[config.mk]
export PLATFORM = sky130hd
export DESIGN_NAME = cpu_regfile
export DESIGN_NICKNAME = d
export VERILOG_FILES = /design/src/source/cpu_pkg.sv /design/src/source/cpu_regfile.sv
export VERILOG_INCLUDE_DIRS = /design/src /design/src/source
export SDC_FILE = /design/constraint.sdc
export NUM_CORES = 2
export LEC_CHECK = 0
export BUFFER_PORTS_ARGS = -buffer_cell sky130_fd_sc_hd__buf_2
export CAP_MARGIN = 0
export CORE_ASPECT_RATIO = 1.2
export CORE_MARGIN = 2
export CORE_UTILIZATION = 50
export DETAILED_ROUTE_END_ITERATION = 12
export PLACE_DENSITY = 0.66
export SYNTH_ARGS = -nofsm -noshare
export SYNTH_HDL_FRONTEND = slang
export SYNTH_SLANG_ARGS = --single-unit
[constraint.sdc]
create_clock -name clk_i -period 7.5 [get_ports clk_i]
set_clock_uncertainty 0.05 [all_clocks]
set_input_delay 1.5 -clock clk_i [delete_from_list [all_inputs] [get_ports clk_i]]
set_output_delay 1.5 -clock clk_i [all_outputs]
set_load 0.03 [all_outputs]
[src/source/cpu_defs.svh]
`ifndef CPU_DEFS_SVH
`define CPU_DEFS_SVH

////////////////////////////////////////////////////////////////////////////
// datapath
////////////////////////////////////////////////////////////////////////////

`define CPU_DAT_WIDTH   64
`define CPU_SEL_WIDTH   8
`define CPU_REG_COUNT   32

// the PC lives in the last register
`define CPU_REG_PC      31
`define CPU_RESET_PC    64'h800000000000
`define CPU_INSTR_BYTES 8

////////////////////////////////////////////////////////////////////////////
// instruction word
////////////////////////////////////////////////////////////////////////////

`define CPU_OPC_WIDTH   7
`define CPU_FMT_WIDTH   2
`define CPU_COND_WIDTH  4
`define CPU_BODY_WIDTH  51
`define CPU_IMM_WIDTH   41
`define CPU_SHL_WIDTH   5

// RIS body: register, immediate, shift
`define CPU_RIS_REG     50:46
`define CPU_RIS_IMM     45:5
`define CPU_RIS_SHL     4:0

// RRO body: destination, source, offset
`define CPU_RRO_DST     50:46
`define CPU_RRO_SRC     45:41
`define CPU_RRO_OFF     40:0

// I body: one long immediate
`define CPU_I_IMM       50:0

`endif

[src/source/cpu_pkg.sv]
`include "cpu_defs.svh"

package cpu_pkg;

    typedef logic [`CPU_DAT_WIDTH-1:0]         word_t;
    typedef logic [`CPU_SEL_WIDTH-1:0]         sel_t;
    typedef logic [$clog2(`CPU_REG_COUNT)-1:0] reg_id_t;

    typedef enum logic [`CPU_OPC_WIDTH-1:0] {
        OP_NOP     = 7'h00,
        OP_SET     = 7'h01,
        OP_LOAD    = 7'h02,
        OP_STORE   = 7'h03,
        OP_JUMP    = 7'h04,
        OP_TESTBIT = 7'h05,
        OP_SUB     = 7'h06,
        OP_SHIFTL  = 7'h07,
        OP_OR      = 7'h08,
        OP_AND     = 7'h09,
        OP_XOR     = 7'h0a,
        OP_ADD     = 7'h0b,
        OP_SHIFTR  = 7'h0c,
        OP_HALT    = 7'h7f
    } opcode_e;

    typedef enum logic [`CPU_FMT_WIDTH-1:0] {
        FMT_RRO = 2'd0,
        FMT_RIS = 2'd1,
        FMT_I   = 2'd2
    } format_e;

    // IF_NZ is the IF_Z code with the top bit as inversion
    typedef enum logic [`CPU_COND_WIDTH-1:0] {
        COND_ALWAYS = 4'd0,
        COND_IF_Z   = 4'd1,
        COND_IF_NZ  = 4'd9
    } cond_e;

    typedef struct packed {
        opcode_e                    opcode;
        format_e                    format;
        cond_e                      cond;
        logic [`CPU_BODY_WIDTH-1:0] body;
    } instr_t;

    typedef struct packed {
        logic  we;
        word_t adr;
        word_t dat;
    } bus_req_t;

    typedef struct packed {
        logic  err;
        word_t dat;
    } bus_rsp_t;

    typedef struct packed {
        opcode_e                    opcode;
        format_e                    format;
        logic [`CPU_IMM_WIDTH-1:0]  imm;
        logic [`CPU_SHL_WIDTH-1:0]  shift;
        logic [`CPU_BODY_WIDTH-1:0] imm_long;
        word_t                      dst_val;
        word_t                      src_val;
    } alu_op_t;

    typedef struct packed {
        logic  we;
        logic  pc_we;
        word_t result;
        logic  flag_we;
        logic  flag;
    } alu_res_t;

endpackage

[src/source/cpu_regfile.sv]
`timescale 1ns/1ps
`include "cpu_defs.svh"

module cpu_regfile import cpu_pkg::*; (
    input  logic    clk_i,
    input  logic    rst_i,
    input  logic    we_i,
    input  reg_id_t id_i,
    input  word_t   dat_i,
    output word_t   dat_o
);

    word_t regs [`CPU_REG_COUNT];

    // single port, a write cycle leaves dat_o untouched
    always_ff @(posedge clk_i) begin
        if (rst_i) begin
            for (int i = 0; i < `CPU_REG_COUNT; i++) begin
                regs[i] <= '0;
            end
            // start executing from the boot ROM
            regs[`CPU_REG_PC] <= `CPU_RESET_PC;
        end else if (we_i) begin
            regs[id_i] <= dat_i;
        end else begin
            dat_o <= regs[id_i];
        end
    end

endmodule

# Word-level counts from Yosys, hierarchy flattened
# Memory sizes are Yosys's and may differ from the RTL's. A register that Yosys moved wholly into a read port is not among the register bits.
# Index checks and enable logic that the tools add are counted.
# word_totals
ram_bits,2048
latchBits,0
rom_bits,0
ff_bits,0
in_bits,72
memories,1
word_cells,15
# memory_table
name,depth,width,read_ports,rd_ports_with_merged_regs,write_ports,line_no,source
regs,32,64,1,1,32,cpu_regfile.sv:13,word_t regs [`CPU_REG_COUNT];
# classes
n_mux,9
multipliers,0
div_mod_pow,0
n_eq_ne,0
n_reduce_logical,2
n_shift,0
n_bitwise,3
n_addsub,0
magnitude_cmp,0
# ops
cell,n
$mux W64,2
$reduce_or A64 Y1,1
$mux W1,6
$mux W5,1
$not A1 Y1,2
$reduce_and A2 Y1,1
$or A1 B1 Y1,1

# Depth between registers and ports, before layout
# logic_depth
word_depth,5
mapped_depth,8

# Worst setup path before layout
# OpenSTA, ideal clock, no wires.
# synth_timing
path_type,input-to-reg
start,input port rst_i
end,"register dat_o[0], read port of regs, enable pin"
arrival_ns,4.334
path_buffers,1
required_time_ns,6.964
path_slack_ns,2.630
stages,2
path_cell_list,clkbuf_1 -> nor2_1
# synth_between
elab_chain_cells,2
# synth_rtl
item,line_no,source
from (decl),cpu_regfile.sv:6,"input logic rst_i,"
$not A1 Y1 (no line),n/a,
$reduce_and A2 Y1 (no line),n/a,
to (decl),cpu_regfile.sv:10,output word_t dat_o
# No other way between the ends.

==> load_flow_metrics.sql <==
INSERT INTO impl_metrics (metric_group, metric, value, unit) VALUES
('sta', 'achievable_freq', '212.1', 'MHz'),
('detailed_routing', 'vias', '57130', ''),
('floorplanning', 'die_boundary_width', '400.3', 'um'),
('worst_setup_path', 'crit_start', 'id_i[1]', ''),
('worst_setup_path', 'r2r_start', 'regs[12][15]$_SDFFCE_PN0P_', ''),
('detailed_routing', 'detail_route.iter0.violations', '8539', ''),
('detailed_routing', 'routed_wl', '297700', 'um'),
('synth', 'synthDistinctLibCells', '27', ''),
('floorplanning', 'die_height', '479.5', 'um'),
('worst_setup_path', 'reg2reg_to', 'dat_o[15]$_DFFE_PP_', ''),
('detailed_routing', 'drt_pre_antenna_iters', '6', ''),
('sta', 'timing.setup.tns', '0', 'ns'),
('worst_setup_path', 'reg2regPathDepth', '4', ''),
('worst_setup_path', 'crit_arrival', '5.24', 'ns'),
('placement', 'port-buffer-count', '135', ''),
('worst_setup_path', 'crit_fanout', '128', ''),
('sta', 'timing.max_slew.rel_slack', '9.734', '%'),
('floorplanning', 'ios', '136', ''),
('synth', 'yosysWarningCount', '0', ''),
('synth', 'cell_area_after_synthesis', '94220', 'um^2'),
('detailed_routing', 'drt-vias-per-instance', '6.259', ''),
('cts', 'cts.repair.resized', '0', ''),
('final_layout', 'fillerInstances', '14950', ''),
('grt', 'antenna_found_initial', '33', ''),
('grt', 'number_of_global_route_vias_before_repair', '56270', ''),
('final_layout', 'mostFrequentLayoutCells', '2,112 x edfxtp_1, 2,047 x and2_1, 1,024 x mux2i_1, 512 x o22ai_1, 207 x clkbuf_16', ''),
('detailed_routing', 'drc', '0', ''),
('cts', 'post_cts_hold_buffer_count', '0', ''),
('placement', 'pre_cts_slack', '1.893', 'ns'),
('cts', 'cell_chosen_for_the_clock_root', 'clkbuf_16', ''),
('cts', 'cts_tree', 'done', ''),
('placement', 'place.detailed.hpwl', '154600', 'um'),
('worst_setup_path', 'r2r_setup_slack', '5.27', 'ns'),
('cts', 'numCtsBuffers', '203', ''),
('sta', 'rsz0062_at_grt', 'false', ''),
('worst_setup_path', 'worst_ep_required_time', '8.03', 'ns'),
('pwr', 'cellPowerDensity', '248.0', 'nW/um^2'),
('cts', 'cts_post_setup_buffers_inserted', '0', ''),
('outcome', 'run_status', 'finished clean', ''),
('pwr', 'design_power_total', '0.02561', 'W'),
('final_layout', 'area.growth.synth_to_final', '9.576', '%'),
('final_layout', 'layout-drive-gt1-share', '9.713', '%'),
('cts', 'cts_sinks', '2112', ''),
('grt', 'grt_first_pass_wirelength', '416800', 'um'),
('worst_setup_path', 'setup.worst_path.start_class', 'input pin', ''),
('worst_setup_path', 'timing.setup.critical_path_class', 'input pin to flop', ''),
('synth', 'synthesis.area_per_instance', '14.20', 'um^2'),
('floorplanning', 'rows', '174', ''),
('detailed_routing', 'ant_nets', '0', ''),
('worst_setup_path', 'critPathCaptureType', 'flop', ''),
('placement', 'gp_congestion', '0.8042', ''),
('floorplanning', 'floorplan.die_area', '191900', 'um^2'),
('grt', 'grt_remaining_overflow', '0', ''),
('grt', 'grt_max_degree', '131', ''),
('synth', 'netlist_instances', '6637', ''),
('synth', 'syn-num-nets', '6709', ''),
('pwr', 'vdd_ir_drop_max', '0.2617', 'mV'),
('hold_path', 'hold_path.class', 'flop to flop', ''),
('hold_path', 'min_path_cells', '4', ''),
('detailed_routing', 'drt-wirelength-per-cell', '32.61', 'um'),
('sta', 'finalCritPeriodShare', '62.86', '%'),
('floorplanning', 'core_region_area', '187200', 'um^2'),
('sta', 'slew_violations', '0', ''),
('synth', 'synth_seq_cells', '2112', ''),
('sta', 'period_needed', '4.714', 'ns'),
('sta', 'tightest_slew', '1.354', 'ns'),
('pwr', 'leakage', '38.22', 'nW'),
('cts', 'cts.path.max_buffers', '3', ''),
('sta', 'finalWorstSetupSlack', '2.786', 'ns'),
('run', 'max-cap-violations', '0', ''),
('final_layout', 'number_of_nets_in_the_layout', '6553', ''),
('hold_path', 'hp-start', 'regs[9][0]$_SDFFCE_PN0P_', ''),
('final_layout', 'mostFrequentLayoutCell', 'edfxtp_1', ''),
('grt', 'overall_fraction_of_global_route_tracks_in_use', '30.52', '%'),
('final_layout', 'finish.utilization', '55.14', '%'),
('floorplanning', 'floorplan.initialDensity', '50.32', '%'),
('synth', 'synth_sequential_area_ratio', '67.31', '%'),
('sta', 'hold_viol', '0', ''),
('cts', 'insertion_delay', '0.87', 'ns'),
('sta', 'final-setup-viol-count', '0', ''),
('cts', 'clock_pin_slew_reported_for_the_worst_setup_and_hold_paths_after_clock_tree_synthesis', '0.06', 'ns'),
('hold_path', 'whs_endpoint', 'dat_o[0]$_DFFE_PP_', ''),
('cts', 'htree_levels', '4', '');
-- synthesized netlist by cell type --
library cell	n	area, um^2
and2_1	2047	12810
buf_1	26	97.59
buf_2	122	610.6
buf_4	7	52.55
buf_6	32	360.4
clkbuf_1	445	1670
clkbuf_2	22	110.1
edfxtp_1	2112	63420
mux2i_1	1024	10250
nand2_1	67	251.5
nand2b_1	1	6.260
nand3_1	1	5.000
nand3b_1	2	15.01
nand4_1	1	6.260
nand4b_1	4	35.03
nand4b_2	1	15.01
nand4bb_1	7	78.83
nor2_1	30	112.6
nor3_1	4	20.02
nor3b_2	1	12.51
nor4_1	128	800.8
o22ai_1	512	3203
or2_2	32	200.2
or3_1	2	12.51
or3b_1	2	17.52
or4_4	1	11.26
or4b_1	4	40.04
-- final cells by class --
type	count	area (um^2)	share of cell area (%)
Clock inverter	116	1001	0.9695
Antenna cell	13	32.53	0.03151
Timing Repair Buffer	293	2002	1.939
Sequential cell	2112	63420	61.43
Multi-Input combinational cell	3871	28330	27.44
Clock buffer	259	5375	5.206
Tap cell	2464	3083	2.986
-- per-stage QoR --
stage	area (um^2)	hold WS (ns)	instances
5_1_grt	103200	0.7229	9117
3_5_place_dp	96840	0.6562	8740
4_1_cts	103200	0.6696	9115
2_1_floorplan	94220	0.6015	6637
3_3_place_gp	96840	0.6555	8740
6_report	103200	0.6705	9128
-- critical path: stages --
cell and delay, ns:
buf_12 0.36, buf_12 0.63, buf_12 0.76, mux2i_1 0.32, o22ai_1 0.12, nor4_1 1.01
nand2_1 0.17
-- worst max path at each step --
stage                           to
3_5_place_dp   dat_o[15]$_DFFE_PP_
5_1_grt        dat_o[15]$_DFFE_PP_
6_report       dat_o[15]$_DFFE_PP_
3_3_place_gp   dat_o[15]$_DFFE_PP_
2_1_floorplan   dat_o[0]$_DFFE_PP_
4_1_cts        dat_o[15]$_DFFE_PP_
-- logic make-up (layout without fill, tap and decap cells) --
family | Yosys count | in the layout | share of synthesized area [%]
simple gates | 2335 | 2335 | 15.33
flops | 2112 | 2112 | 67.31
mux | 1024 | 1024 | 10.88
buf+inv | 654 | 668 | 3.079
compound gates | 512 | 512 | 3.400
other cells | 0 | 13 | 0
-- metal layers --
metal	GRT usage (%)	share of wire, %
met1	40.97	38
met5	0	0.016
met2	48.72	47
met3	6.205	11
met4	12.71	4.2
-- registers in the layout (all words and copies together) (netlist names) --
register / cells
dat_o: 64
regs: 2048
-- report_power, final --
group / switching, W / internal (W)
clock network: 0.00456 / 0.00552
registers: 0.000197 / 0.0136
logic: 0.00123 / 0.000482
Power figures use the tool's default switching activity.
