[src/source/cpu_defs.svh]
`ifndef CPU_DEFS_SVH
`define CPU_DEFS_SVH

////////////////////////////////////////////////////////////////////////////
// datapath
////////////////////////////////////////////////////////////////////////////

`define CPU_DAT_WIDTH   64
`define CPU_SEL_WIDTH   8
`define CPU_REG_COUNT   32

// the PC lives in the last register
`define CPU_REG_PC      31
`define CPU_RESET_PC    64'h800000000000
`define CPU_INSTR_BYTES 8

////////////////////////////////////////////////////////////////////////////
// instruction word
////////////////////////////////////////////////////////////////////////////

`define CPU_OPC_WIDTH   7
`define CPU_FMT_WIDTH   2
`define CPU_COND_WIDTH  4
`define CPU_BODY_WIDTH  51
`define CPU_IMM_WIDTH   41
`define CPU_SHL_WIDTH   5

// RIS body: register, immediate, shift
`define CPU_RIS_REG     50:46
`define CPU_RIS_IMM     45:5
`define CPU_RIS_SHL     4:0

// RRO body: destination, source, offset
`define CPU_RRO_DST     50:46
`define CPU_RRO_SRC     45:41
`define CPU_RRO_OFF     40:0

// I body: one long immediate
`define CPU_I_IMM       50:0

`endif

[src/source/cpu_pkg.sv]
`include "cpu_defs.svh"

package cpu_pkg;

    typedef logic [`CPU_DAT_WIDTH-1:0]         word_t;
    typedef logic [`CPU_SEL_WIDTH-1:0]         sel_t;
    typedef logic [$clog2(`CPU_REG_COUNT)-1:0] reg_id_t;

    typedef enum logic [`CPU_OPC_WIDTH-1:0] {
        OP_NOP     = 7'h00,
        OP_SET     = 7'h01,
        OP_LOAD    = 7'h02,
        OP_STORE   = 7'h03,
        OP_JUMP    = 7'h04,
        OP_TESTBIT = 7'h05,
        OP_SUB     = 7'h06,
        OP_SHIFTL  = 7'h07,
        OP_OR      = 7'h08,
        OP_AND     = 7'h09,
        OP_XOR     = 7'h0a,
        OP_ADD     = 7'h0b,
        OP_SHIFTR  = 7'h0c,
        OP_HALT    = 7'h7f
    } opcode_e;

    typedef enum logic [`CPU_FMT_WIDTH-1:0] {
        FMT_RRO = 2'd0,
        FMT_RIS = 2'd1,
        FMT_I   = 2'd2
    } format_e;

    // IF_NZ is the IF_Z code with the top bit as inversion
    typedef enum logic [`CPU_COND_WIDTH-1:0] {
        COND_ALWAYS = 4'd0,
        COND_IF_Z   = 4'd1,
        COND_IF_NZ  = 4'd9
    } cond_e;

    typedef struct packed {
        opcode_e                    opcode;
        format_e                    format;
        cond_e                      cond;
        logic [`CPU_BODY_WIDTH-1:0] body;
    } instr_t;

    typedef struct packed {
        logic  we;
        word_t adr;
        word_t dat;
    } bus_req_t;

    typedef struct packed {
        logic  err;
        word_t dat;
    } bus_rsp_t;

    typedef struct packed {
        opcode_e                    opcode;
        format_e                    format;
        logic [`CPU_IMM_WIDTH-1:0]  imm;
        logic [`CPU_SHL_WIDTH-1:0]  shift;
        logic [`CPU_BODY_WIDTH-1:0] imm_long;
        word_t                      dst_val;
        word_t                      src_val;
    } alu_op_t;

    typedef struct packed {
        logic  we;
        logic  pc_we;
        word_t result;
        logic  flag_we;
        logic  flag;
    } alu_res_t;

endpackage

[src/source/cpu_control.sv]
`timescale 1ns/1ps
`include "cpu_defs.svh"

module cpu_control import cpu_pkg::*; (
    input  logic     clk_i,
    input  logic     rst_i,

    // bus master
    output logic     req_valid_o,
    output bus_req_t req_o,
    input  logic     rsp_valid_i,
    input  bus_rsp_t rsp_i,

    // register file
    output logic     rf_we_o,
    output reg_id_t  rf_id_o,
    output word_t    rf_dat_o,
    input  word_t    rf_dat_i,

    // execute unit
    output alu_op_t  alu_op_o,
    input  alu_res_t alu_res_i
);

    typedef enum logic [2:0] {
        ST_HALT,
        ST_INIT,
        ST_FETCH,
        ST_DECODE,
        ST_REG_READ,
        ST_EXECUTE,
        ST_MEM,
        ST_WRITEBACK
    } state_e;

    state_e      state;
    instr_t      instr;
    instr_t      fetched;
    word_t       dst_val;
    word_t       src_val;
    word_t       offset;
    logic        zero_flag;
    logic [1:0]  fetch_cnt;
    logic        rd_wait;
    logic        rd_src;

    function automatic logic cond_pass(cond_e cond, logic zero);
        case (cond)
            COND_IF_Z:  return zero;
            COND_IF_NZ: return ~zero;
            default:    return 1'b1;
        endcase
    endfunction

    // first register operand sits at the same bits in both formats
    function automatic reg_id_t dst_id(instr_t ins);
        return ins.body[`CPU_RRO_DST];
    endfunction

    assign fetched = rsp_i.dat;
    assign offset  = `CPU_DAT_WIDTH'(instr.body[`CPU_RRO_OFF]);

    always_comb begin
        alu_op_o.opcode   = instr.opcode;
        alu_op_o.format   = instr.format;
        alu_op_o.imm      = instr.body[`CPU_RIS_IMM];
        alu_op_o.shift    = instr.body[`CPU_RIS_SHL];
        alu_op_o.imm_long = instr.body[`CPU_I_IMM];
        alu_op_o.dst_val  = dst_val;
        alu_op_o.src_val  = src_val;
    end

    ////////////////////////////////////////////////////////////////////////////
    // sequencer
    ////////////////////////////////////////////////////////////////////////////

    always_ff @(posedge clk_i) begin
        if (rst_i) begin
            state       <= ST_INIT;
            req_valid_o <= 1'b0;
            rf_we_o     <= 1'b0;
            rf_id_o     <= reg_id_t'(`CPU_REG_PC);
            zero_flag   <= 1'b0;
            fetch_cnt   <= 2'd2;
            rd_wait     <= 1'b0;
            rd_src      <= 1'b0;
        end else begin
            req_valid_o <= 1'b0;
            case (state)
                ST_HALT: begin
                    state <= ST_HALT;
                end
                ST_INIT: begin
                    rf_we_o <= 1'b0;
                    rf_id_o <= reg_id_t'(`CPU_REG_PC);
                    state   <= ST_FETCH;
                end
                ST_FETCH: begin
                    if (fetch_cnt != 2'd0) begin
                        fetch_cnt <= fetch_cnt - 2'd1;
                    end else begin
                        fetch_cnt   <= 2'd2;
                        req_valid_o <= 1'b1;
                        req_o.we    <= 1'b0;
                        req_o.adr   <= rf_dat_i;
                        req_o.dat   <= '0;
                        // PC increment goes in while the fetch is on the bus
                        rf_we_o     <= 1'b1;
                        rf_dat_o    <= rf_dat_i + `CPU_INSTR_BYTES;
                        state       <= ST_DECODE;
                    end
                end
                ST_DECODE: begin
                    rf_we_o <= 1'b0;
                    if (rsp_valid_i) begin
                        instr <= fetched;
                        if (rsp_i.err) begin
                            state <= ST_HALT;
                        end else if (!cond_pass(fetched.cond, zero_flag) ||
                                     fetched.opcode == OP_NOP) begin
                            state <= ST_WRITEBACK;
                        end else if (fetched.format == FMT_I) begin
                            state <= ST_EXECUTE;
                        end else begin
                            rf_id_o <= dst_id(fetched);
                            rd_wait <= 1'b1;
                            rd_src  <= 1'b0;
                            state   <= ST_REG_READ;
                        end
                    end
                end
                ST_REG_READ: begin
                    // one cycle for the read and one to pick up the value
                    if (rd_wait) begin
                        rd_wait <= 1'b0;
                    end else if (!rd_src) begin
                        dst_val <= rf_dat_i;
                        if (instr.format == FMT_RRO) begin
                            rf_id_o <= instr.body[`CPU_RRO_SRC];
                            rd_src  <= 1'b1;
                            rd_wait <= 1'b1;
                        end else begin
                            state <= ST_EXECUTE;
                        end
                    end else begin
                        src_val <= rf_dat_i;
                        rd_src  <= 1'b0;
                        state   <= ST_EXECUTE;
                    end
                end
                ST_EXECUTE: begin
                    case (instr.opcode)
                        OP_LOAD: begin
                            req_valid_o <= 1'b1;
                            req_o.we    <= 1'b0;
                            req_o.adr   <= src_val + offset;
                            req_o.dat   <= '0;
                            state       <= ST_MEM;
                        end
                        OP_STORE: begin
                            req_valid_o <= 1'b1;
                            req_o.we    <= 1'b1;
                            req_o.adr   <= dst_val + offset;
                            req_o.dat   <= src_val;
                            state       <= ST_MEM;
                        end
                        OP_HALT: begin
                            state <= ST_HALT;
                        end
                        default: begin
                            rf_we_o  <= alu_res_i.we;
                            rf_id_o  <= alu_res_i.pc_we ? reg_id_t'(`CPU_REG_PC)
                                                        : dst_id(instr);
                            rf_dat_o <= alu_res_i.result;
                            if (alu_res_i.flag_we) begin
                                zero_flag <= alu_res_i.flag;
                            end
                            state <= ST_WRITEBACK;
                        end
                    endcase
                end
                ST_MEM: begin
                    if (rsp_valid_i) begin
                        if (rsp_i.err) begin
                            state <= ST_HALT;
                        end else begin
                            if (instr.opcode == OP_LOAD) begin
                                rf_we_o  <= 1'b1;
                                rf_id_o  <= instr.body[`CPU_RRO_DST];
                                rf_dat_o <= rsp_i.dat;
                            end
                            state <= ST_WRITEBACK;
                        end
                    end
                end
                ST_WRITEBACK: begin
                    // write lands this cycle and the id points back at the PC
                    rf_we_o   <= 1'b0;
                    rf_id_o   <= reg_id_t'(`CPU_REG_PC);
                    fetch_cnt <= 2'd2;
                    state     <= ST_FETCH;
                end
                default: begin
                    state <= ST_HALT;
                end
            endcase
        end
    end

endmodule

[config.mk]
export PLATFORM = sky130hd
export DESIGN_NAME = cpu_control
export DESIGN_NICKNAME = d
export VERILOG_FILES = /design/src/source/cpu_pkg.sv /design/src/source/cpu_control.sv
export VERILOG_INCLUDE_DIRS = /design/src /design/src/source
export SDC_FILE = /design/constraint.sdc
export NUM_CORES = 1
export LEC_CHECK = 0
export BUFFER_PORTS_ARGS = -buffer_cell sky130_fd_sc_hd__buf_2
export CORE_AREA = 2 2 249 251
export CTS_BUF_LIST = sky130_fd_sc_hd__clkbuf_4
export CTS_CLUSTER_DIAMETER = 30
export DETAILED_ROUTE_END_ITERATION = 8
export DIE_AREA = 0 0 251 253
export GPL_TIMING_DRIVEN = 1
export SETUP_SLACK_MARGIN = 0.02
export SLEW_MARGIN = 20
export SYNTH_ARGS = -nofsm -noshare
export SYNTH_HDL_FRONTEND = slang
export SYNTH_SLANG_ARGS = --single-unit
[constraint.sdc]
create_clock -name clk_i -period 9.4 [get_ports clk_i]
set_clock_uncertainty 0.15 [all_clocks]
set_input_delay 0.94 -clock clk_i [delete_from_list [all_inputs] [get_ports clk_i]]
set_output_delay 0.94 -clock clk_i [all_outputs]
set_load 0.01 [all_outputs]
* Yosys cells after proc, flatten, opt, wreduce, memory -nomap -nowiden
Cells that the tools add are included.
** Storage, ports and cells
- Register bits :: 396
- Bits in latches :: 0
- Bits in writable memories :: 0
- Memory bits (read-only) :: 0
- Bits of input ports :: 200
- Output and inout bits :: 434
- Logic and storage cells :: 144
- Memories :: 0
** Operators by class
- Add/sub/neg operators :: 4
- Multipliers :: 0
- Div/mod/pow operators :: 0
- Order comparisons :: 0
- Eq/ne operators :: 27
- Shift-type cells :: 0
- Multiplexer cells :: 64
- Bitwise gates (word level) :: 5
- Reduce and logical (&&, ||, !) cells :: 27
** Operators with widths (number)
- $pmux W129 S2 :: 2
- $mux W64 :: 5
- $pmux W64 S3 :: 1
- $mux W129 :: 1
- $add A64 B41 Y64 :: 2
- $add A64 B4 Y64 const B :: 1
- $mux W5 :: 12
- $pmux W5 S5 :: 1
- $mux W1 :: 24
- $mux W3 :: 8
- $ne A2 B2 Y1 const B :: 12
- $pmux W3 S7 :: 1
- $eq A7 B2 Y1 const B :: 2
- $eq A3 B3 Y1 const B :: 4
- $reduce_and A12 Y1 :: 1
- $reduce_and A4 Y1 :: 3
- $reduce_and A6 Y1 :: 2
- $reduce_and A5 Y1 :: 2
- $pmux W1 S2 :: 4
- $reduce_bool A2 Y1 :: 4
- $eq A7 B7 Y1 const B :: 1
- $logic_not A7 Y1 :: 1
- $reduce_and A7 Y1 :: 1
- $eq A3 B2 Y1 const B :: 2
- 21 further kinds :: 30

* Depth between registers and ports, before layout
- Depth after elaboration :: 12
- Gate-level depth with buffers :: 20
- Gate-level depth less buffers :: 15

* Least setup slack after synthesis
No wires, ideal clock.
- Kind :: input-to-reg
- Start :: input port rst_i
- End :: register src_val[0], enable pin
- Setup time :: 666 ps
- Arrival time :: 7751 ps
- Slack :: 832 ps
- Cell stages on the path :: 2
- Path buffers :: 1
- Cell sequence :: clkbuf_1 > nor4b_1
** Between the ends
- Word-level cells in the longest chain between the ends :: 2
** RTL lines
- start: declaration :: RTL line cpu_control.sv:6 : input logic rst_i,
- $not A1 Y1 (no source line)
- $reduce_and A4 Y1 (no source line)
- end signal: assignment :: RTL line cpu_control.sv:146 : src_val <= rf_dat_i;
- end: declaration :: RTL line cpu_control.sv:40 : word_t src_val;
Every way passes these cells.
A chain may end at the register's enable or synchronous reset.

* Worst setup path in the final report
- Start :: register instr, in the netlist alu_op_o[229]
- End :: register req_o[124] in the netlist's numbering, data pin
** Between the ends
- Word-level cells in the longest chain between the ends :: 3
** RTL lines
- start: declaration :: RTL line cpu_control.sv:37 : instr_t instr;
- start signal: assignment :: RTL line cpu_control.sv:116 : instr <= fetched;
- $eq A7 B2 Y1 :: RTL line cpu_control.sv:152 : case (instr.opcode)
- $pmux W129 S2 * :: RTL line cpu_control.sv:152
- $pmux W129 S2 * :: RTL line cpu_control.sv:89 : case (state)
- end: declaration :: RTL line cpu_control.sv:10 : output bus_req_t req_o,
Every way passes the cells marked *; elsewhere a longest branch is shown, timed or not.

==> flow_metrics.tcl <==
set metrics [dict create \
    status "completed" \
    clock_path_buffers 3 \
    drv_cap 0 \
    gr-total-overflow 0 \
    io_pins 634 \
    min_period_ps 5420 \
    routed_wl_mm 78.0 \
    grt_pass1_wl_mm 112 \
    cp_max_fo 141 \
    slowest_stage "or4_4" \
    placedCellCount 3098 \
    ir_drop_mv 0.135 \
    yosysSeqAreaShare_pct 58.7 \
    crit-reg2reg-launch "alu_op_o[229]$_DFFE_PP_" \
    final_area_sq_mm 0.0258 \
    multi_input_area_sq_mm 0.00756 \
    ys_types 72 \
    avgRoutedWirePerCell_microns 23.3 \
    report.final.hold_viol_count 0 \
    reg2regPathDepth 17 \
    ant_nets 0 \
    viasPerCell 5.33 \
    reg2reg_slack_ps 3980 \
    area_growth_pct 29.1 \
    p_per_area_mw_per_mm2 180 \
    fin_cells 3352 \
    crit_start "alu_op_o[229]$_DFFE_PP_" \
    crit_path_frequent_cell "nand2_1" \
    grt_pass1_vias 17581 \
    final_core_util_pct 42.3 \
    dpl.hpwl_mm 57.1 \
    placed_area_sq_mm 0.0237 \
    nFillCells 6014 \
    dieHeight_microns 253 \
    cp.arrival_ps 5870 \
    maxSlewHeadroom_pct 37.3 \
    required_ps 9860 \
    dominantRegCellSynth "edfxtp_1" \
    power_mw 4.65 \
    max_freq_ghz 0.185 \
    finalMaxSlewViolations 0 \
    grt.total_usage_pct 23.6 \
    drtIter0Drc 1838 \
    syn_nets 2034 \
    cts_tree "done" \
    r2r_end "req_o[124]$_DFFE_PP_" \
    start_util_pct 32.7 \
    critPathLaunchType "flip-flop" \
    nets 2707 \
    core_sq_mm 0.0610 \
    rows 91 \
    drt_pass1_iterations 6 \
    yosysWarnings 0 \
    endpoint "req_o[124]$_DFFE_PP_" \
    synth_area_sq_mm 0.0200 \
    fin_setup_tns_ps 0 \
    portBuffers 633 \
    cts_resized 0 \
    post-route-drc-count 0 \
    path_class "flip-flop to flip-flop" \
    clk_pin_slew_ps 70 \
    die_w_microns 251 \
    clkLatencyLatePin_ps 890 \
    rsz0062_at_grt "no" \
    seqCellArea_sq_mm 0.0117 \
    cts-root-buf "clkbuf_4" \
    finalCritPeriodShare_pct 57.6 \
    grt_max_degree 142 \
    min_path_type "input port to flip-flop" \
    async_reset_ff_share_pct 0 \
    synth_edf_count 381 \
    vias 17854 \
    cts_sinks 396 \
    power.leakage_nw 10.7 \
    slowest_delay_ps 590 \
    setup_violations 0 \
    end_kind "flip-flop" \
    die_area_sq_mm 0.0635 \
    synthCells 1786 \
    layout-drive-gt1-share_pct 34.1 \
    synth.avg_cell_area_sq_um 11.2 \
    htreeDepth 3 \
    cp_cell_sequence "or4_4, nor3_4, buf_12, nand2_1, nand2_1, ha_1, inv_1, fa_1, nor2b_1, o2111ai_1, a21oi_1, o211ai_1, a211oi_2, buf_4, o2111ai_4, nor4_1, o31ai_1" \
    cts_buffers 119 \
    antenna_found_initial 4 \
    synth-seq-cells 396 \
    worstMarginPinSlew_ps 934 \
    gp_congestion 0.926 \
]
layout by cell type (no fill, tap or decap), types with 25 or more instances in the layout:
cell type	n
and3_1	90
xnor2_1	52
edfxtp_1	381
a22oi_1	62
ha_1	47
clkbuf_4	161
nand2_1	287
clkinv_1	28
dlygate4sd3_1	30
inv_1	25
nand3_1	50
nand4_1	28
xor2_1	47
nor2_1	88
a21oi_1	71
o21ai_0	125
buf_2	633
power breakdown:
part | internal [mW] | leakage (nW) | switching (mW)
combinational | 0.217 | 6.08 | 0.399
clock | 1.14 | 1.02 | 0.823
sequential | 2.02 | 3.57 | 0.0595
cell families (layout without fill, tap and decap cells):
kind of cell | Yosys count | after routing | synth area share (%)
mux | 22 | 22 | 1.12
fa+ha+maj | 48 | 48 | 3.04
flops | 396 | 396 | 58.7
other cells | 0 | 3 | 0
buf+inv | 155 | 928 | 3.79
compound gates | 421 | 421 | 13.6
xor+xnor | 99 | 99 | 4.34
simple gates | 645 | 645 | 15.4
synthesized netlist by cell type, types with 17 or more instances:
master    count  area share, %
edfxtp_1    381             57
nand2_1     287            5.4
o21ai_0     125            3.1
nor2_1       91            1.7
and3_1       90            2.8
clkbuf_1     79            1.5
a21oi_1      71            1.8
a22oi_1      62            2.3
xnor2_1      52            2.3
nand3_1      51            1.3
ha_1         47            2.9
xor2_1       47            2.1
buf_4        46            1.7
nand4_1      28           0.88
inv_1        25           0.47
a21o_1       24           0.90
nor3_1       21           0.53
mux2i_1      19           0.95
o31ai_1      17           0.64
per-stage QoR:
| stage | hold slack (ps) | setup WS [ps] |
|---|---|---|
| after global routing | 43.3 | 3700 |
| after detailed placement | 300 | 4080 |
| after floorplan | 335 | 832 |
| after CTS | 3.64 | 4050 |
| after global placement | 296 | 3950 |
| final | 128 | 3980 |
critical path, delay by kind of cell (launching register included):
kind                     cells  cell delay, ps
AND/OR/NAND/NOR              6            1510
adder cells (fa/ha/maj)      2             600
AO/OA/AOI/OAI                6            1540
flip-flops                   1             420
buffers and inverters        3             820
what timing repair did:
action | CTS | global route
hold buffers | 30 | 0
endpoints found under the hold margin | 30 | 0
endpoints found under the setup margin | 0 | 0
setup buffers | 0 | 0
worst min path at each step:
stage                            start                      end  slack, ps  cells past startpoint
2_1_floorplan   zero_flag$_SDFFE_PP0P_   zero_flag$_SDFFE_PP0P_        340                      2
3_5_place_dp   rf_id_o[1]$_SDFFE_PP1P_  rf_id_o[1]$_SDFFE_PP1P_        300                      1
6_report                     rsp_i[45]  alu_op_o[173]$_DFFE_PP_        130                      1
5_1_grt                       rsp_i[0]  alu_op_o[128]$_DFFE_PP_         40                      1
3_3_place_gp   rf_id_o[0]$_SDFFE_PP1P_  rf_id_o[0]$_SDFFE_PP1P_        300                      1
4_1_cts                      rsp_i[26]  alu_op_o[154]$_DFFE_PP_          4                      1
final cells by class:
type | count | area share, %
inverter | 25 | 0.364
timing repair buffer | 682 | 14.0
multi-input combinational | 1235 | 29.3
tap | 790 | 3.83
clock inverter | 60 | 2.25
antenna | 3 | 0.0291
sequential | 396 | 45.5
clock buffer | 161 | 4.68
sequential cells by signal, summed over array words and instances (netlist names):
signal	flops
req_valid_o	1
rf_id_o	5
rf_we_o	1
src_val	64
rd_wait	1
req_o	129
state	3
rf_dat_o	64
zero_flag	1
fetch_cnt	2
dst_val	64
rd_src	1
alu_op_o	60
metal layers:
| metal | track usage, % | up-vias | wire length, microns |
|---|---|---|---|
| met2 | 40.2 | 936 | 38500 |
| met1 | 29.9 | 8725 | 31400 |
| met3 | 4.58 | 120 | 6030 |
| met4 | 8.33 | 0 | 2060 |
| li1 | - | 8073 | - |
| met5 | 0 | - | 0 |
Power figures use the tool's default switching activity.
