[src/source/cpu_defs.svh]
`ifndef CPU_DEFS_SVH
`define CPU_DEFS_SVH

////////////////////////////////////////////////////////////////////////////
// datapath
////////////////////////////////////////////////////////////////////////////

`define CPU_DAT_WIDTH   64
`define CPU_SEL_WIDTH   8
`define CPU_REG_COUNT   32

// the PC lives in the last register
`define CPU_REG_PC      31
`define CPU_RESET_PC    64'h800000000000
`define CPU_INSTR_BYTES 8

////////////////////////////////////////////////////////////////////////////
// instruction word
////////////////////////////////////////////////////////////////////////////

`define CPU_OPC_WIDTH   7
`define CPU_FMT_WIDTH   2
`define CPU_COND_WIDTH  4
`define CPU_BODY_WIDTH  51
`define CPU_IMM_WIDTH   41
`define CPU_SHL_WIDTH   5

// RIS body: register, immediate, shift
`define CPU_RIS_REG     50:46
`define CPU_RIS_IMM     45:5
`define CPU_RIS_SHL     4:0

// RRO body: destination, source, offset
`define CPU_RRO_DST     50:46
`define CPU_RRO_SRC     45:41
`define CPU_RRO_OFF     40:0

// I body: one long immediate
`define CPU_I_IMM       50:0

`endif

[src/source/cpu_pkg.sv]
`include "cpu_defs.svh"

package cpu_pkg;

    typedef logic [`CPU_DAT_WIDTH-1:0]         word_t;
    typedef logic [`CPU_SEL_WIDTH-1:0]         sel_t;
    typedef logic [$clog2(`CPU_REG_COUNT)-1:0] reg_id_t;

    typedef enum logic [`CPU_OPC_WIDTH-1:0] {
        OP_NOP     = 7'h00,
        OP_SET     = 7'h01,
        OP_LOAD    = 7'h02,
        OP_STORE   = 7'h03,
        OP_JUMP    = 7'h04,
        OP_TESTBIT = 7'h05,
        OP_SUB     = 7'h06,
        OP_SHIFTL  = 7'h07,
        OP_OR      = 7'h08,
        OP_AND     = 7'h09,
        OP_XOR     = 7'h0a,
        OP_ADD     = 7'h0b,
        OP_SHIFTR  = 7'h0c,
        OP_HALT    = 7'h7f
    } opcode_e;

    typedef enum logic [`CPU_FMT_WIDTH-1:0] {
        FMT_RRO = 2'd0,
        FMT_RIS = 2'd1,
        FMT_I   = 2'd2
    } format_e;

    // IF_NZ is the IF_Z code with the top bit as inversion
    typedef enum logic [`CPU_COND_WIDTH-1:0] {
        COND_ALWAYS = 4'd0,
        COND_IF_Z   = 4'd1,
        COND_IF_NZ  = 4'd9
    } cond_e;

    typedef struct packed {
        opcode_e                    opcode;
        format_e                    format;
        cond_e                      cond;
        logic [`CPU_BODY_WIDTH-1:0] body;
    } instr_t;

    typedef struct packed {
        logic  we;
        word_t adr;
        word_t dat;
    } bus_req_t;

    typedef struct packed {
        logic  err;
        word_t dat;
    } bus_rsp_t;

    typedef struct packed {
        opcode_e                    opcode;
        format_e                    format;
        logic [`CPU_IMM_WIDTH-1:0]  imm;
        logic [`CPU_SHL_WIDTH-1:0]  shift;
        logic [`CPU_BODY_WIDTH-1:0] imm_long;
        word_t                      dst_val;
        word_t                      src_val;
    } alu_op_t;

    typedef struct packed {
        logic  we;
        logic  pc_we;
        word_t result;
        logic  flag_we;
        logic  flag;
    } alu_res_t;

endpackage

[src/source/cpu_bus_master.sv]
`timescale 1ns/1ps
`include "cpu_defs.svh"

module cpu_bus_master import cpu_pkg::*; (
    input  logic     clk_i,
    input  logic     rst_i,

    // request side, one transaction at a time
    input  logic     req_valid_i,
    input  bus_req_t req_i,
    output logic     rsp_valid_o,
    output bus_rsp_t rsp_o,

    // wishbone master
    output logic     cyc_o,
    output logic     stb_o,
    output logic     we_o,
    output sel_t     sel_o,
    output word_t    adr_o,
    output word_t    dat_o,
    input  logic     ack_i,
    input  logic     err_i,
    input  word_t    dat_i
);

    logic start;
    logic done;

    // new requests are only taken while the bus is idle
    assign start = req_valid_i & ~cyc_o;
    assign done  = cyc_o & (ack_i | err_i);

    ////////////////////////////////////////////////////////////////////////////
    // bus cycle control
    ////////////////////////////////////////////////////////////////////////////

    always_ff @(posedge clk_i) begin
        if (rst_i) begin
            cyc_o       <= 1'b0;
            stb_o       <= 1'b0;
            we_o        <= 1'b0;
            sel_o       <= '0;
            rsp_valid_o <= 1'b0;
        end else begin
            rsp_valid_o <= 1'b0;
            if (done) begin
                cyc_o       <= 1'b0;
                stb_o       <= 1'b0;
                we_o        <= 1'b0;
                sel_o       <= '0;
                rsp_valid_o <= 1'b1;
            end else if (start) begin
                cyc_o <= 1'b1;
                stb_o <= 1'b1;
                we_o  <= req_i.we;
                // full words only
                sel_o <= {`CPU_SEL_WIDTH{1'b1}};
            end
        end
    end

    ////////////////////////////////////////////////////////////////////////////
    // address, write data and response
    ////////////////////////////////////////////////////////////////////////////

    always_ff @(posedge clk_i) begin
        if (start) begin
            adr_o <= req_i.adr;
            dat_o <= req_i.dat;
        end
        if (done) begin
            rsp_o.err <= err_i;
            rsp_o.dat <= dat_i;
        end
    end

endmodule

[config.mk]
export PLATFORM = sky130hd
export DESIGN_NAME = cpu_bus_master
export DESIGN_NICKNAME = d
export VERILOG_FILES = /design/src/source/cpu_pkg.sv /design/src/source/cpu_bus_master.sv
export VERILOG_INCLUDE_DIRS = /design/src /design/src/source
export SDC_FILE = /design/constraint.sdc
export NUM_CORES = 1
export LEC_CHECK = 0
export ABC_AREA = 1
export BUFFER_PORTS_ARGS = -buffer_cell sky130_fd_sc_hd__buf_2
export CAP_MARGIN = 25
export CORE_AREA = 5 5 154 156
export DETAILED_ROUTE_END_ITERATION = 8
export DIE_AREA = 0 0 159 161
export PLACE_DENSITY = 0.57
export SYNTH_ARGS = -nofsm -noshare
export SYNTH_HDL_FRONTEND = slang
export SYNTH_SLANG_ARGS = --single-unit
export TNS_END_PERCENT = 100
[constraint.sdc]
create_clock -name clk_i -period 3.8 [get_ports clk_i]
set_clock_uncertainty 0.1 [all_clocks]
set_input_delay 0.76 -clock clk_i [delete_from_list [all_inputs] [get_ports clk_i]]
set_output_delay 0.76 -clock clk_i [all_outputs]
set_load 0.05 [all_outputs]
# Word-level counts from Yosys, hierarchy flattened
# Index checks and enable logic that the tools add are counted.
[classes]
n_reduce_logical = 1
bitwise_logic = 4
muxes = 1
[op_table]
columns = ["cell", "count"]
rows = [
  ["$and 1x1->1", 2],
  ["$reduce_or 2->1", 1],
  ["$mux 1", 1],
  ["$not 1->1", 1],
  ["$or 1x1->1", 1],
]
[totals]
register_bits = 197
in_bits = 198

# Longest topological paths before layout
# Gate-level depths: netlist (run 1).
[logic_depth]
depth_word = 3
depth_mapped = 6

# Least setup slack after synthesis (run 1)
# Ideal clock, no wire load.
[synth_path]
path_type = "input -> register"
startpoint = "in req_valid_i"
endpoint = "reg adr_o[0], enable pin"
path_stages = 2
setup_slack_ps = -64
setup_time_ps = 481
arrival_time_ps = 3283
t_required_ps = 3219
path_cell_list = "nand2_2 inv_1"
[synth_between]
elab_chain_len = 1
[synth_rtl]
columns = ["item", "line", "source"]
rows = [
  ["from (decl)", "cpu_bus_master.sv:9", "input logic req_valid_i,"],
  ["$and 1x1->1", "cpu_bus_master.sv:30", "assign start = req_valid_i & ~cyc_o;"],
  ["via start", "cpu_bus_master.sv:26", "logic start;"],
  ["to (signal assigned)", "cpu_bus_master.sv:68", "adr_o <= req_i.adr;"],
  ["to (decl)", "cpu_bus_master.sv:19", "output word_t adr_o,"],
]
# The timed path passes the listed nets, and every way through them passes these cells.
# A chain may end at the register's enable or synchronous reset.

# Worst setup path in the final report (run 1)
[layout_path]
startpoint = "reg sel_o[0] (netlist name)"
endpoint = "out sel_o[3]"
[layout_rtl]
columns = ["item", "line", "source"]
rows = [
  ["to (decl)", "cpu_bus_master.sv:18", "output sel_t sel_o,"],
]
# No word-level cell between the ends.

==> results of run 1 <==
## cell type report
cell class	instances	area, µm²	share of cell area [%]
tap	285	356.6	4.015
clock buffer	18	429.2	4.832
inverter	5	22.52	0.2536
multi-input combinational	10	48.80	0.5495
clock inverter	13	121.4	1.367
timing repair buffer	405	2047	23.05
sequential	196	5856	65.93
## state kept, by name (all words and copies together), names as in the netlist
| name | count |
|---|---|
| rsp_o | 65 |
| adr_o | 64 |
| dat_o | 64 |
| rsp_valid_o | 1 |
| sel_o | 1 |
| we_o | 1 |
## worst min path at each step
stage          slack (ns)             endpoint  cells after the start               from
6_report             0.41  rsp_o[14]$_DFFE_PP_                      1          dat_i[14]
5_1_grt              0.37   adr_o[4]$_DFFE_PP_                      1          req_i[68]
4_1_cts              0.38  rsp_o[14]$_DFFE_PP_                      1          dat_i[14]
3_5_place_dp         0.42    we_o$_SDFFE_PP0P_                      4  we_o$_SDFFE_PP0P_
3_3_place_gp         0.43    we_o$_SDFFE_PP0P_                      4  we_o$_SDFFE_PP0P_
2_1_floorplan        0.65    we_o$_SDFFE_PP0P_                      4  we_o$_SDFFE_PP0P_
## logic make-up after synthesis
logic type / after synthesis / synth area share, %
compound gates: 1 / 0.1462
buf+inv: 14 / 1.441
flops: 196 / 97.74
simple gates: 9 / 0.6684
## cells in the final DEF, fill, tap and decap left out, drive strengths merged
master      n
clkinv      6
clkbuf     18
nor2        4
inv         9
edfxtp    193
nand2       4
clkinvlp    3
dfxtp       3
o21ai       1
buf       405
nand3       1
## power groups by stage
stage	combinational (mW)	sequential (mW)	clock, mW
CTS	0.758	2.56	1.75
global placement	0.754	2.61	0
floorplan	0.0871	3.04	0
detailed placement	0.759	2.61	0
finish	0.748	2.56	1.67
global route	0.780	2.57	1.85
## per-stage QoR
stage | setup slack [ns] | std cells | instance area, µm² | power, mW
floorplan | 0.4238 | 220 | 5995 | 3.127
CTS | 1.514 | 932 | 8881 | 5.066
global placement | 1.584 | 901 | 8330 | 3.359
detailed placement | 1.508 | 901 | 8330 | 3.369
global route | 1.418 | 932 | 8881 | 5.204
finish | 1.570 | 932 | 8881 | 4.979
## layer usage
metal | track usage [%] | share of wire [%] | vias to the layer above
met5 | 0 | 0.079 | -
met4 | 3.567 | 1.2 | 2
met3 | 6.481 | 12 | 12
met2 | 20.93 | 50 | 253
met1 | 13.93 | 37 | 1690
li1 | - | - | 1687
==> flow_summary.html, run 1 <==
<table>
<tr><th>Metric</th><th>Value</th></tr>
<tr><th colspan="2">Outcome</th></tr>
<tr><td>Status</td><td>complete, no violations</td></tr>
<tr><th colspan="2">STA</th></tr>
<tr><td>Rel. slew slack</td><td>53.00%</td></tr>
<tr><td>Post-layout min period</td><td>2.230 ns</td></tr>
<tr><td>Slew at the pin closest to its max-slew limit</td><td>0.7050 ns</td></tr>
<tr><td>Final setup violation count</td><td>0</td></tr>
<tr><td>Share of the clock period used by the worst path after layout</td><td>around three fifths</td></tr>
<tr><td>Total Negative Setup Slacks</td><td>0 ns</td></tr>
<tr><td>Achievable Freq</td><td>448.4 MHz</td></tr>
<tr><td>Final max-slew violation count</td><td>0</td></tr>
<tr><td>RSZ-0062 raised after global routing</td><td>no</td></tr>
<tr><td>Final Hold Slack</td><td>0.4126 ns</td></tr>
<tr><td>Final hold violation count</td><td>0</td></tr>
<tr><th colspan="2">Power</th></tr>
<tr><td>Internal</td><td>3.546 mW</td></tr>
<tr><td>Share of power burned in combinational logic</td><td>15.0%</td></tr>
<tr><td>Portion of total power attributed to sequential cells</td><td>between 50% and 60%</td></tr>
<tr><td>Clock Power Share</td><td>roughly 34%</td></tr>
<tr><td>Switching power</td><td>1.433 mW</td></tr>
<tr><td>Largest voltage drop on the vdd net</td><td>between 0.2 and 0.3 mV</td></tr>
<tr><td>Leakage component of the power</td><td>3.771 nW</td></tr>
<tr><td>Switch share</td><td>around 29%</td></tr>
<tr><td>P per Cell Area</td><td>560.7 nW/µm²</td></tr>
<tr><th colspan="2">Synthesis</th></tr>
<tr><td>Synth Warn #</td><td>0</td></tr>
<tr><td>Cells after Synth</td><td>220</td></tr>
<tr><td>Post-synthesis sequential area ratio</td><td>97.74%</td></tr>
<tr><td>Top cell type's share of synthesized area</td><td>96.74%</td></tr>
<tr><td>Net count after synthesis</td><td>418</td></tr>
<tr><td>Most frequent cells after synthesis</td><td>sky130_fd_sc_hd__edfxtp_1 (193), sky130_fd_sc_hd__buf_4 (9), sky130_fd_sc_hd__inv_1 (4)</td></tr>
<tr><td>Synth Flop Type</td><td>sky130_fd_sc_hd__edfxtp_1</td></tr>
<tr><td>Number of storage elements in the synthesis netlist</td><td>196</td></tr>
<tr><td>Post-synth design cell area</td><td>5991 µm²</td></tr>
<tr><td>Count of flip-flops with a built-in enable after synthesis</td><td>193</td></tr>
<tr><td>Async S/R FF share, synth</td><td>0%</td></tr>
<tr><td>Yosys cell types</td><td>11</td></tr>
<tr><td>Library cell with the highest instance count after synthesis</td><td>sky130_fd_sc_hd__edfxtp_1</td></tr>
<tr><td>Leading cell types by total area after synthesis</td><td>sky130_fd_sc_hd__edfxtp_1 (97%), sky130_fd_sc_hd__buf_4 (1.1%), sky130_fd_sc_hd__dfxtp_1 (1.0%), sky130_fd_sc_hd__inv_1 (0.25%), sky130_fd_sc_hd__nand2_1 (0.19%)</td></tr>
<tr><td>Leading area contributor after synthesis</td><td>sky130_fd_sc_hd__edfxtp_1</td></tr>
<tr><td>Mean post-synth cell area</td><td>~27 µm²</td></tr>
<tr><th colspan="2">Global routing</th></tr>
<tr><td>Global-route wire length before repair</td><td>24,090 µm</td></tr>
<tr><td>Pin count of the biggest net entering global routing</td><td>between 70 and 80</td></tr>
<tr><td>Number of global-route vias before repair</td><td>between 4,000 and 5,000</td></tr>
<tr><td>Total congestion overflow</td><td>0</td></tr>
<tr><td>Antenna violations before repair</td><td>2</td></tr>
<tr><td>Global-route usage over all layers</td><td>12.46%</td></tr>
<tr><th colspan="2">Critical path</th></tr>
<tr><td>Arrival time at the worst endpoint</td><td>~1.4 ns</td></tr>
<tr><td>Cell with the largest stage delay on the worst path</td><td>sky130_fd_sc_hd__dfxtp_1</td></tr>
<tr><td>Startpoint type of the worst setup path</td><td>flop</td></tr>
<tr><td>Endpoint of the worst setup timing path</td><td>sel_o[3]</td></tr>
<tr><td>Endpoint required time on the critical path</td><td>2.94 ns</td></tr>
<tr><td>FF-to-FF Start</td><td>sel_o[0]$_SDFFE_PP0P_</td></tr>
<tr><td>Worst path depth</td><td>1</td></tr>
<tr><td>Type of the setup path with the least slack</td><td>reg -&gt; out</td></tr>
<tr><td>Setup crit end kind</td><td>output pin</td></tr>
<tr><td>Slack of the worst reg-to-reg path</td><td>1.75 ns</td></tr>
<tr><td>Number of buffer and inverter instances along the worst setup path</td><td>1</td></tr>
<tr><td>Cell chain of the critical path</td><td>buf_2</td></tr>
<tr><td>Worst Path Max Fanout</td><td>13</td></tr>
<tr><td>Cells on worst reg2reg path</td><td>3</td></tr>
<tr><td>Worst setup path start</td><td>sel_o[0]$_SDFFE_PP0P_</td></tr>
<tr><td>Endpoint of the worst register-to-register path</td><td>rsp_o[25]$_DFFE_PP_</td></tr>
<tr><td>Delay of the slowest cell on the worst path</td><td>0.60 ns</td></tr>
<tr><td>Delay-heaviest family, CP</td><td>flip-flops</td></tr>
<tr><th colspan="2">Clock tree</th></tr>
<tr><td>CTS sink count</td><td>196</td></tr>
<tr><td>Setup Buffers After CTS</td><td>0</td></tr>
<tr><td>Total of hold buffers inserted after clock tree synthesis</td><td>0</td></tr>
<tr><td>Max H-tree Level</td><td>4</td></tr>
<tr><td>Worst skew pair latency</td><td>0.41 ns</td></tr>
<tr><td>Total CTS buffers</td><td>17</td></tr>
<tr><td>Clock root buffer master</td><td>sky130_fd_sc_hd__clkbuf_16</td></tr>
<tr><td>Maximum buffer depth of the clock tree</td><td>2</td></tr>
<tr><td>TritonCTS clock tree</td><td>done</td></tr>
<tr><td>CTS clock-pin slew for the worst setup and hold paths</td><td>0.07 ns</td></tr>
<tr><td>Post-CTS Resized</td><td>0</td></tr>
<tr><th colspan="2">Floorplan</th></tr>
<tr><td>Row cnt</td><td>55</td></tr>
<tr><td>Die Span X</td><td>159 µm</td></tr>
<tr><td>Overall die area</td><td>~26,000 µm²</td></tr>
<tr><td>Ports</td><td>403</td></tr>
<tr><td>Core Region</td><td>around 22,000 µm²</td></tr>
<tr><td>Starting utilization of the core area</td><td>26.95%</td></tr>
<tr><td>Die boundary height</td><td>161 µm</td></tr>
<tr><th colspan="2">Placement</th></tr>
<tr><td>Placer Congestion</td><td>0.7548</td></tr>
<tr><td>Half-perimeter wire length of the detailed placement result</td><td>12,950 µm</td></tr>
<tr><td>Port Buffer Count</td><td>402</td></tr>
<tr><th colspan="2">Drt</th></tr>
<tr><td>Total detailed-routing wirelength</td><td>16,490 µm</td></tr>
<tr><td>Drt wl/cell</td><td>17.69 µm</td></tr>
<tr><td>Post-route ant nets</td><td>0</td></tr>
<tr><td>DR DRC count</td><td>0</td></tr>
<tr><td>Vias per std cell</td><td>3.910</td></tr>
<tr><td>Routed vias</td><td>approximately 3,600</td></tr>
<tr><td>DRT Pass-1 Iters</td><td>4</td></tr>
<tr><td>First-iteration detailed-routing DRC count</td><td>155</td></tr>
<tr><th colspan="2">Final layout</th></tr>
<tr><td>Number of nets at the end of the flow</td><td>between 800 and 900</td></tr>
<tr><td># diodes</td><td>0</td></tr>
<tr><td>Area delta synth-&gt;final</td><td>48.25%</td></tr>
<tr><td>Share of the core filled with cells in the final layout</td><td>39.96%</td></tr>
<tr><td>Fill cell count</td><td>2,090</td></tr>
<tr><td>Proportion of layout cells with a drive suffix above 1</td><td>68.01%</td></tr>
<tr><th colspan="2">Flow run</th></tr>
<tr><td>Number of maximum-capacitance constraint violations</td><td>0</td></tr>
<tr><th colspan="2">Hold path</th></tr>
<tr><td>Class of the worst hold path</td><td>in -&gt; reg</td></tr>
</table>
(Power assumes the default switching activity.)
==> run 2, diff against run 1 <==
CORE_AREA = 5 5 155 157   (was 5 5 154 156)
DIE_AREA = 0 0 160 162   (was 0 0 159 161)
PLACE_DENSITY = 0.55   (was 0.57)
clock period = 2.35 ns   (was 3.8 ns; I/O delays follow)
==> run 2 against run 1 <==
Net effect: critical path depth rose by 2; hold slack got worse by 0.30 ns; worst setup slack got worse by 0.92 ns; power rose by 65%; combinational power rose by 63%; clock power rose by 72%; count of clock-buffer cells in the layout fell by 1; global-route usage fell by 0.29 points; sequential share of layout area fell by 0.42 points; critical path type is now reg -> reg; critical endpoint is now rsp_o[18]$_DFFE_PP_; largest cell class unchanged; largest power group unchanged.
==> flow_summary.html, run 2 (same netlist as run 1, synthesis figures left out) <==
<table>
<tr><th>Metric</th><th>Value</th></tr>
<tr><th colspan="2">Power</th></tr>
<tr><td>Switching power</td><td>2.367 mW (+65%)</td></tr>
<tr><td>P per Cell Area</td><td>920.1 nW/µm² (+64%)</td></tr>
<tr><td>Total Power Consumption</td><td>8.229 mW (+65%)</td></tr>
<tr><td>Leakage component of the power</td><td>3.797 nW (+0.69%)</td></tr>
<tr><td>Portion of total power attributed to sequential cells</td><td>50.3% (-1.1 points)</td></tr>
<tr><td>Clock Power Share</td><td>34.9% (+1.3 points)</td></tr>
<tr><td>Internal</td><td>5.862 mW (+65%)</td></tr>
<tr><td>Share of power burned in combinational logic</td><td>14.8% (-0.2 points)</td></tr>
<tr><td>Largest voltage drop on the vdd net</td><td>0.3795 mV (+44%)</td></tr>
<tr><td>Switch share</td><td>28.76% (about the same)</td></tr>
<tr><th colspan="2">Placement</th></tr>
<tr><td>Half-perimeter wire length of the detailed placement result</td><td>13,330 µm (+2.9%)</td></tr>
<tr><td>Placer Congestion</td><td>0.7640 (+1.2%)</td></tr>
<tr><td>Port Buffer Count</td><td>402 (unchanged)</td></tr>
<tr><td>Placement-stage worst setup slack</td><td>0.4619 ns (-1.047 ns)</td></tr>
<tr><th colspan="2">Floorplan</th></tr>
<tr><td>Core Region</td><td>22,370 µm² (+0.62%)</td></tr>
<tr><td>Starting utilization of the core area</td><td>26.79% (-0.17 points)</td></tr>
<tr><td>Die boundary height</td><td>162 µm (+0.62%)</td></tr>
<tr><td>Row cnt</td><td>55 (unchanged)</td></tr>
<tr><td>Ports</td><td>403 (unchanged)</td></tr>
<tr><td>Die Span X</td><td>160 µm (+0.63%)</td></tr>
<tr><td>Overall die area</td><td>25,920 µm² (+1.3%)</td></tr>
<tr><th colspan="2">STA</th></tr>
<tr><td>Achievable Freq</td><td>between 500 and 600 MHz</td></tr>
<tr><td>RSZ-0062 raised after global routing</td><td>no</td></tr>
<tr><td>Final max-slew violation count</td><td>0 (unchanged)</td></tr>
<tr><td>Post-layout min period</td><td>1.703 ns</td></tr>
<tr><td>Share of the clock period used by the worst path after layout</td><td>72.49%</td></tr>
<tr><td>Total Negative Setup Slacks</td><td>0 ns (unchanged)</td></tr>
<tr><td>Final hold violation count</td><td>0 (unchanged)</td></tr>
<tr><td>Rel. slew slack</td><td>46.39% (-6.6 points)</td></tr>
<tr><td>Worst Slack Setup Final</td><td>0.6466 ns (-0.9232 ns)</td></tr>
<tr><td>Final setup violation count</td><td>0 (unchanged)</td></tr>
<tr><td>Slew at the pin closest to its max-slew limit</td><td>0.8042 ns (+0.09913 ns)</td></tr>
<tr><th colspan="2">Final layout</th></tr>
<tr><td># diodes</td><td>0 (unchanged)</td></tr>
<tr><td>Commonest non-fill, non-tap cell in the layout</td><td>sky130_fd_sc_hd__buf_2</td></tr>
<tr><td>Number of nets at the end of the flow</td><td>833 (unchanged)</td></tr>
<tr><td>Max FFs per register</td><td>65 (unchanged)</td></tr>
<tr><td>Combined area of the multi-input logic cells</td><td>48.80 µm² (unchanged)</td></tr>
<tr><td>Register ranked first by flip-flop count</td><td>rsp_o</td></tr>
<tr><td>Share of the core filled with cells in the final layout</td><td>39.99% (about the same)</td></tr>
<tr><td>Sequential cell area</td><td>5859 µm² (about the same)</td></tr>
<tr><td>Proportion of layout cells with a drive suffix above 1</td><td>68.47% (+0.46 points)</td></tr>
<tr><td>Commonest cells after routing, fill and taps aside</td><td>sky130_fd_sc_hd__buf_2 (402), sky130_fd_sc_hd__edfxtp_1 (193), sky130_fd_sc_hd__clkbuf_16 (17)</td></tr>
<tr><td>Area delta synth-&gt;final</td><td>49.29%</td></tr>
<tr><td>Top Registers</td><td>rsp_o: 65 flops, adr_o: 64 flops, dat_o: 64 flops</td></tr>
<tr><td>Fill cell count</td><td>2,095 (+0.24%)</td></tr>
<tr><th colspan="2">Drt</th></tr>
<tr><td>Vias per std cell</td><td>3.952 (+1.1%)</td></tr>
<tr><td>DR DRC count</td><td>0 (unchanged)</td></tr>
<tr><td>First-iteration detailed-routing DRC count</td><td>195 (+26%)</td></tr>
<tr><td>DRT Pass-1 Iters</td><td>4 (unchanged)</td></tr>
<tr><td>Routed vias</td><td>3,683 (+1.1%)</td></tr>
<tr><td>Post-route ant nets</td><td>0 (unchanged)</td></tr>
<tr><td>Drt wl/cell</td><td>17.99 µm (+1.7%)</td></tr>
<tr><td>Total detailed-routing wirelength</td><td>16,770 µm (+1.7%)</td></tr>
<tr><th colspan="2">Critical path</th></tr>
<tr><td>Endpoint required time on the critical path</td><td>2.30 ns (-0.64 ns)</td></tr>
<tr><td>Delay of the slowest cell on the worst path</td><td>0.60 ns (about the same)</td></tr>
<tr><td>Setup crit end kind</td><td>flop</td></tr>
<tr><td>Startpoint type of the worst setup path</td><td>flop</td></tr>
<tr><td>Cell chain of the critical path</td><td>o21ai_2 &gt; clkinvlp_4 &gt; buf_4</td></tr>
<tr><td>Arrival time at the worst endpoint</td><td>1.65 ns (+0.28 ns)</td></tr>
<tr><td>Type of the setup path with the least slack</td><td>reg -&gt; reg</td></tr>
<tr><td>Cell with the largest stage delay on the worst path</td><td>sky130_fd_sc_hd__buf_4</td></tr>
<tr><td>Worst Path Max Fanout</td><td>65 (+52)</td></tr>
<tr><th colspan="2">Global routing</th></tr>
<tr><td>Global-route usage over all layers</td><td>12.17% (-0.29 points)</td></tr>
<tr><td>Antenna violations before repair</td><td>2 (unchanged)</td></tr>
<tr><td>Number of global-route vias before repair</td><td>4,104 (+2.0%)</td></tr>
<tr><td>Global-route wire length before repair</td><td>23,980 µm (-0.43%)</td></tr>
<tr><td>Total congestion overflow</td><td>0 (unchanged)</td></tr>
<tr><td>Pin count of the biggest net entering global routing</td><td>66 (-13%)</td></tr>
<tr><th colspan="2">Clock tree</th></tr>
<tr><td>Max H-tree Level</td><td>4 (unchanged)</td></tr>
<tr><td>Maximum buffer depth of the clock tree</td><td>2 (unchanged)</td></tr>
<tr><td>Worst skew pair latency</td><td>0.41 ns (about the same)</td></tr>
<tr><td>Post-CTS Resized</td><td>0 (unchanged)</td></tr>
<tr><td>TritonCTS clock tree</td><td>done</td></tr>
<tr><td>Total of hold buffers inserted after clock tree synthesis</td><td>0 (unchanged)</td></tr>
<tr><td>CTS sink count</td><td>196 (unchanged)</td></tr>
<tr><td>Total CTS buffers</td><td>17 (unchanged)</td></tr>
<tr><td>Clock root buffer master</td><td>sky130_fd_sc_hd__clkbuf_16</td></tr>
<tr><td>Setup Buffers After CTS</td><td>0 (unchanged)</td></tr>
<tr><td>CTS clock-pin slew for the worst setup and hold paths</td><td>0.08 ns (about the same)</td></tr>
<tr><th colspan="2">Outcome</th></tr>
<tr><td>Status</td><td>complete, no violations</td></tr>
<tr><th colspan="2">Flow run</th></tr>
<tr><td>Number of maximum-capacitance constraint violations</td><td>0 (unchanged)</td></tr>
<tr><th colspan="2">Hold path</th></tr>
<tr><td>Class of the worst hold path</td><td>in -&gt; reg</td></tr>
</table>
[run 2: per-stage QoR]
stage | std cells | area (µm²) | hold slack, ns
after global placement | 901 | 8351 | 0.4359
after detailed placement | 901 | 8351 | 0.4188
final | 932 | 8944 | 0.1147
after floorplan | 220 | 6002 | 0.4424
after CTS | 932 | 8944 | 0.09092
after global routing | 932 | 8944 | 0.08072
[run 2: final timing paths]
kind	from	to	slack [ns]	cells past startpoint
worst max-delay path	sel_o[0]$_SDFFE_PP0P_	rsp_o[18]$_DFFE_PP_	0.65	3
worst min register to register	we_o$_SDFFE_PP0P_	we_o$_SDFFE_PP0P_	0.43	4
worst max register to register	sel_o[0]$_SDFFE_PP0P_	rsp_o[18]$_DFFE_PP_	0.65	3
worst min-delay path	dat_i[17]	rsp_o[17]$_DFFE_PP_	0.11	1
[run 2: power by group through the flow]
stage                     combinational [mW]  sequential (mW)  clock [mW]
after floorplan                        0.142             4.91           0
after global placement                  1.23             4.21           0
after detailed placement                1.24             4.22           0
after CTS                               1.24             4.14        2.97
after global routing                    1.27             4.16        3.13
final                                   1.22             4.14        2.87
[run 2: area by class of cell]
class / count / area share, %
repair buffers: 405 / 23.03
well taps: 285 / 3.987
inverters: 5 / 0.2938
clock buffers: 17 / 4.757
flip-flops and latches: 196 / 65.51
multi-input cells: 10 / 0.5456
clock inverters: 14 / 1.875
[run 2: metal layers]
layer / part of all wire, % / GRT usage (%) / up-vias / wire [µm]
met5: 0.16 / 0 / - / 27
met4: 1.2 / 3.598 / 4 / 197
met3: 12 / 6.800 / 15 / 2037
met2: 49 / 20.48 / 255 / 8293
met1: 37 / 13.22 / 1722 / 6216
li1: - / - / 1687 / -
[run 2: critical path, delay by kind of cell, from the launching register on]
kind	cells	cell delay [ns]
AOI/OAI and AO/OA	1	0.10
buffers and inverters	2	0.67
DFF	1	0.41
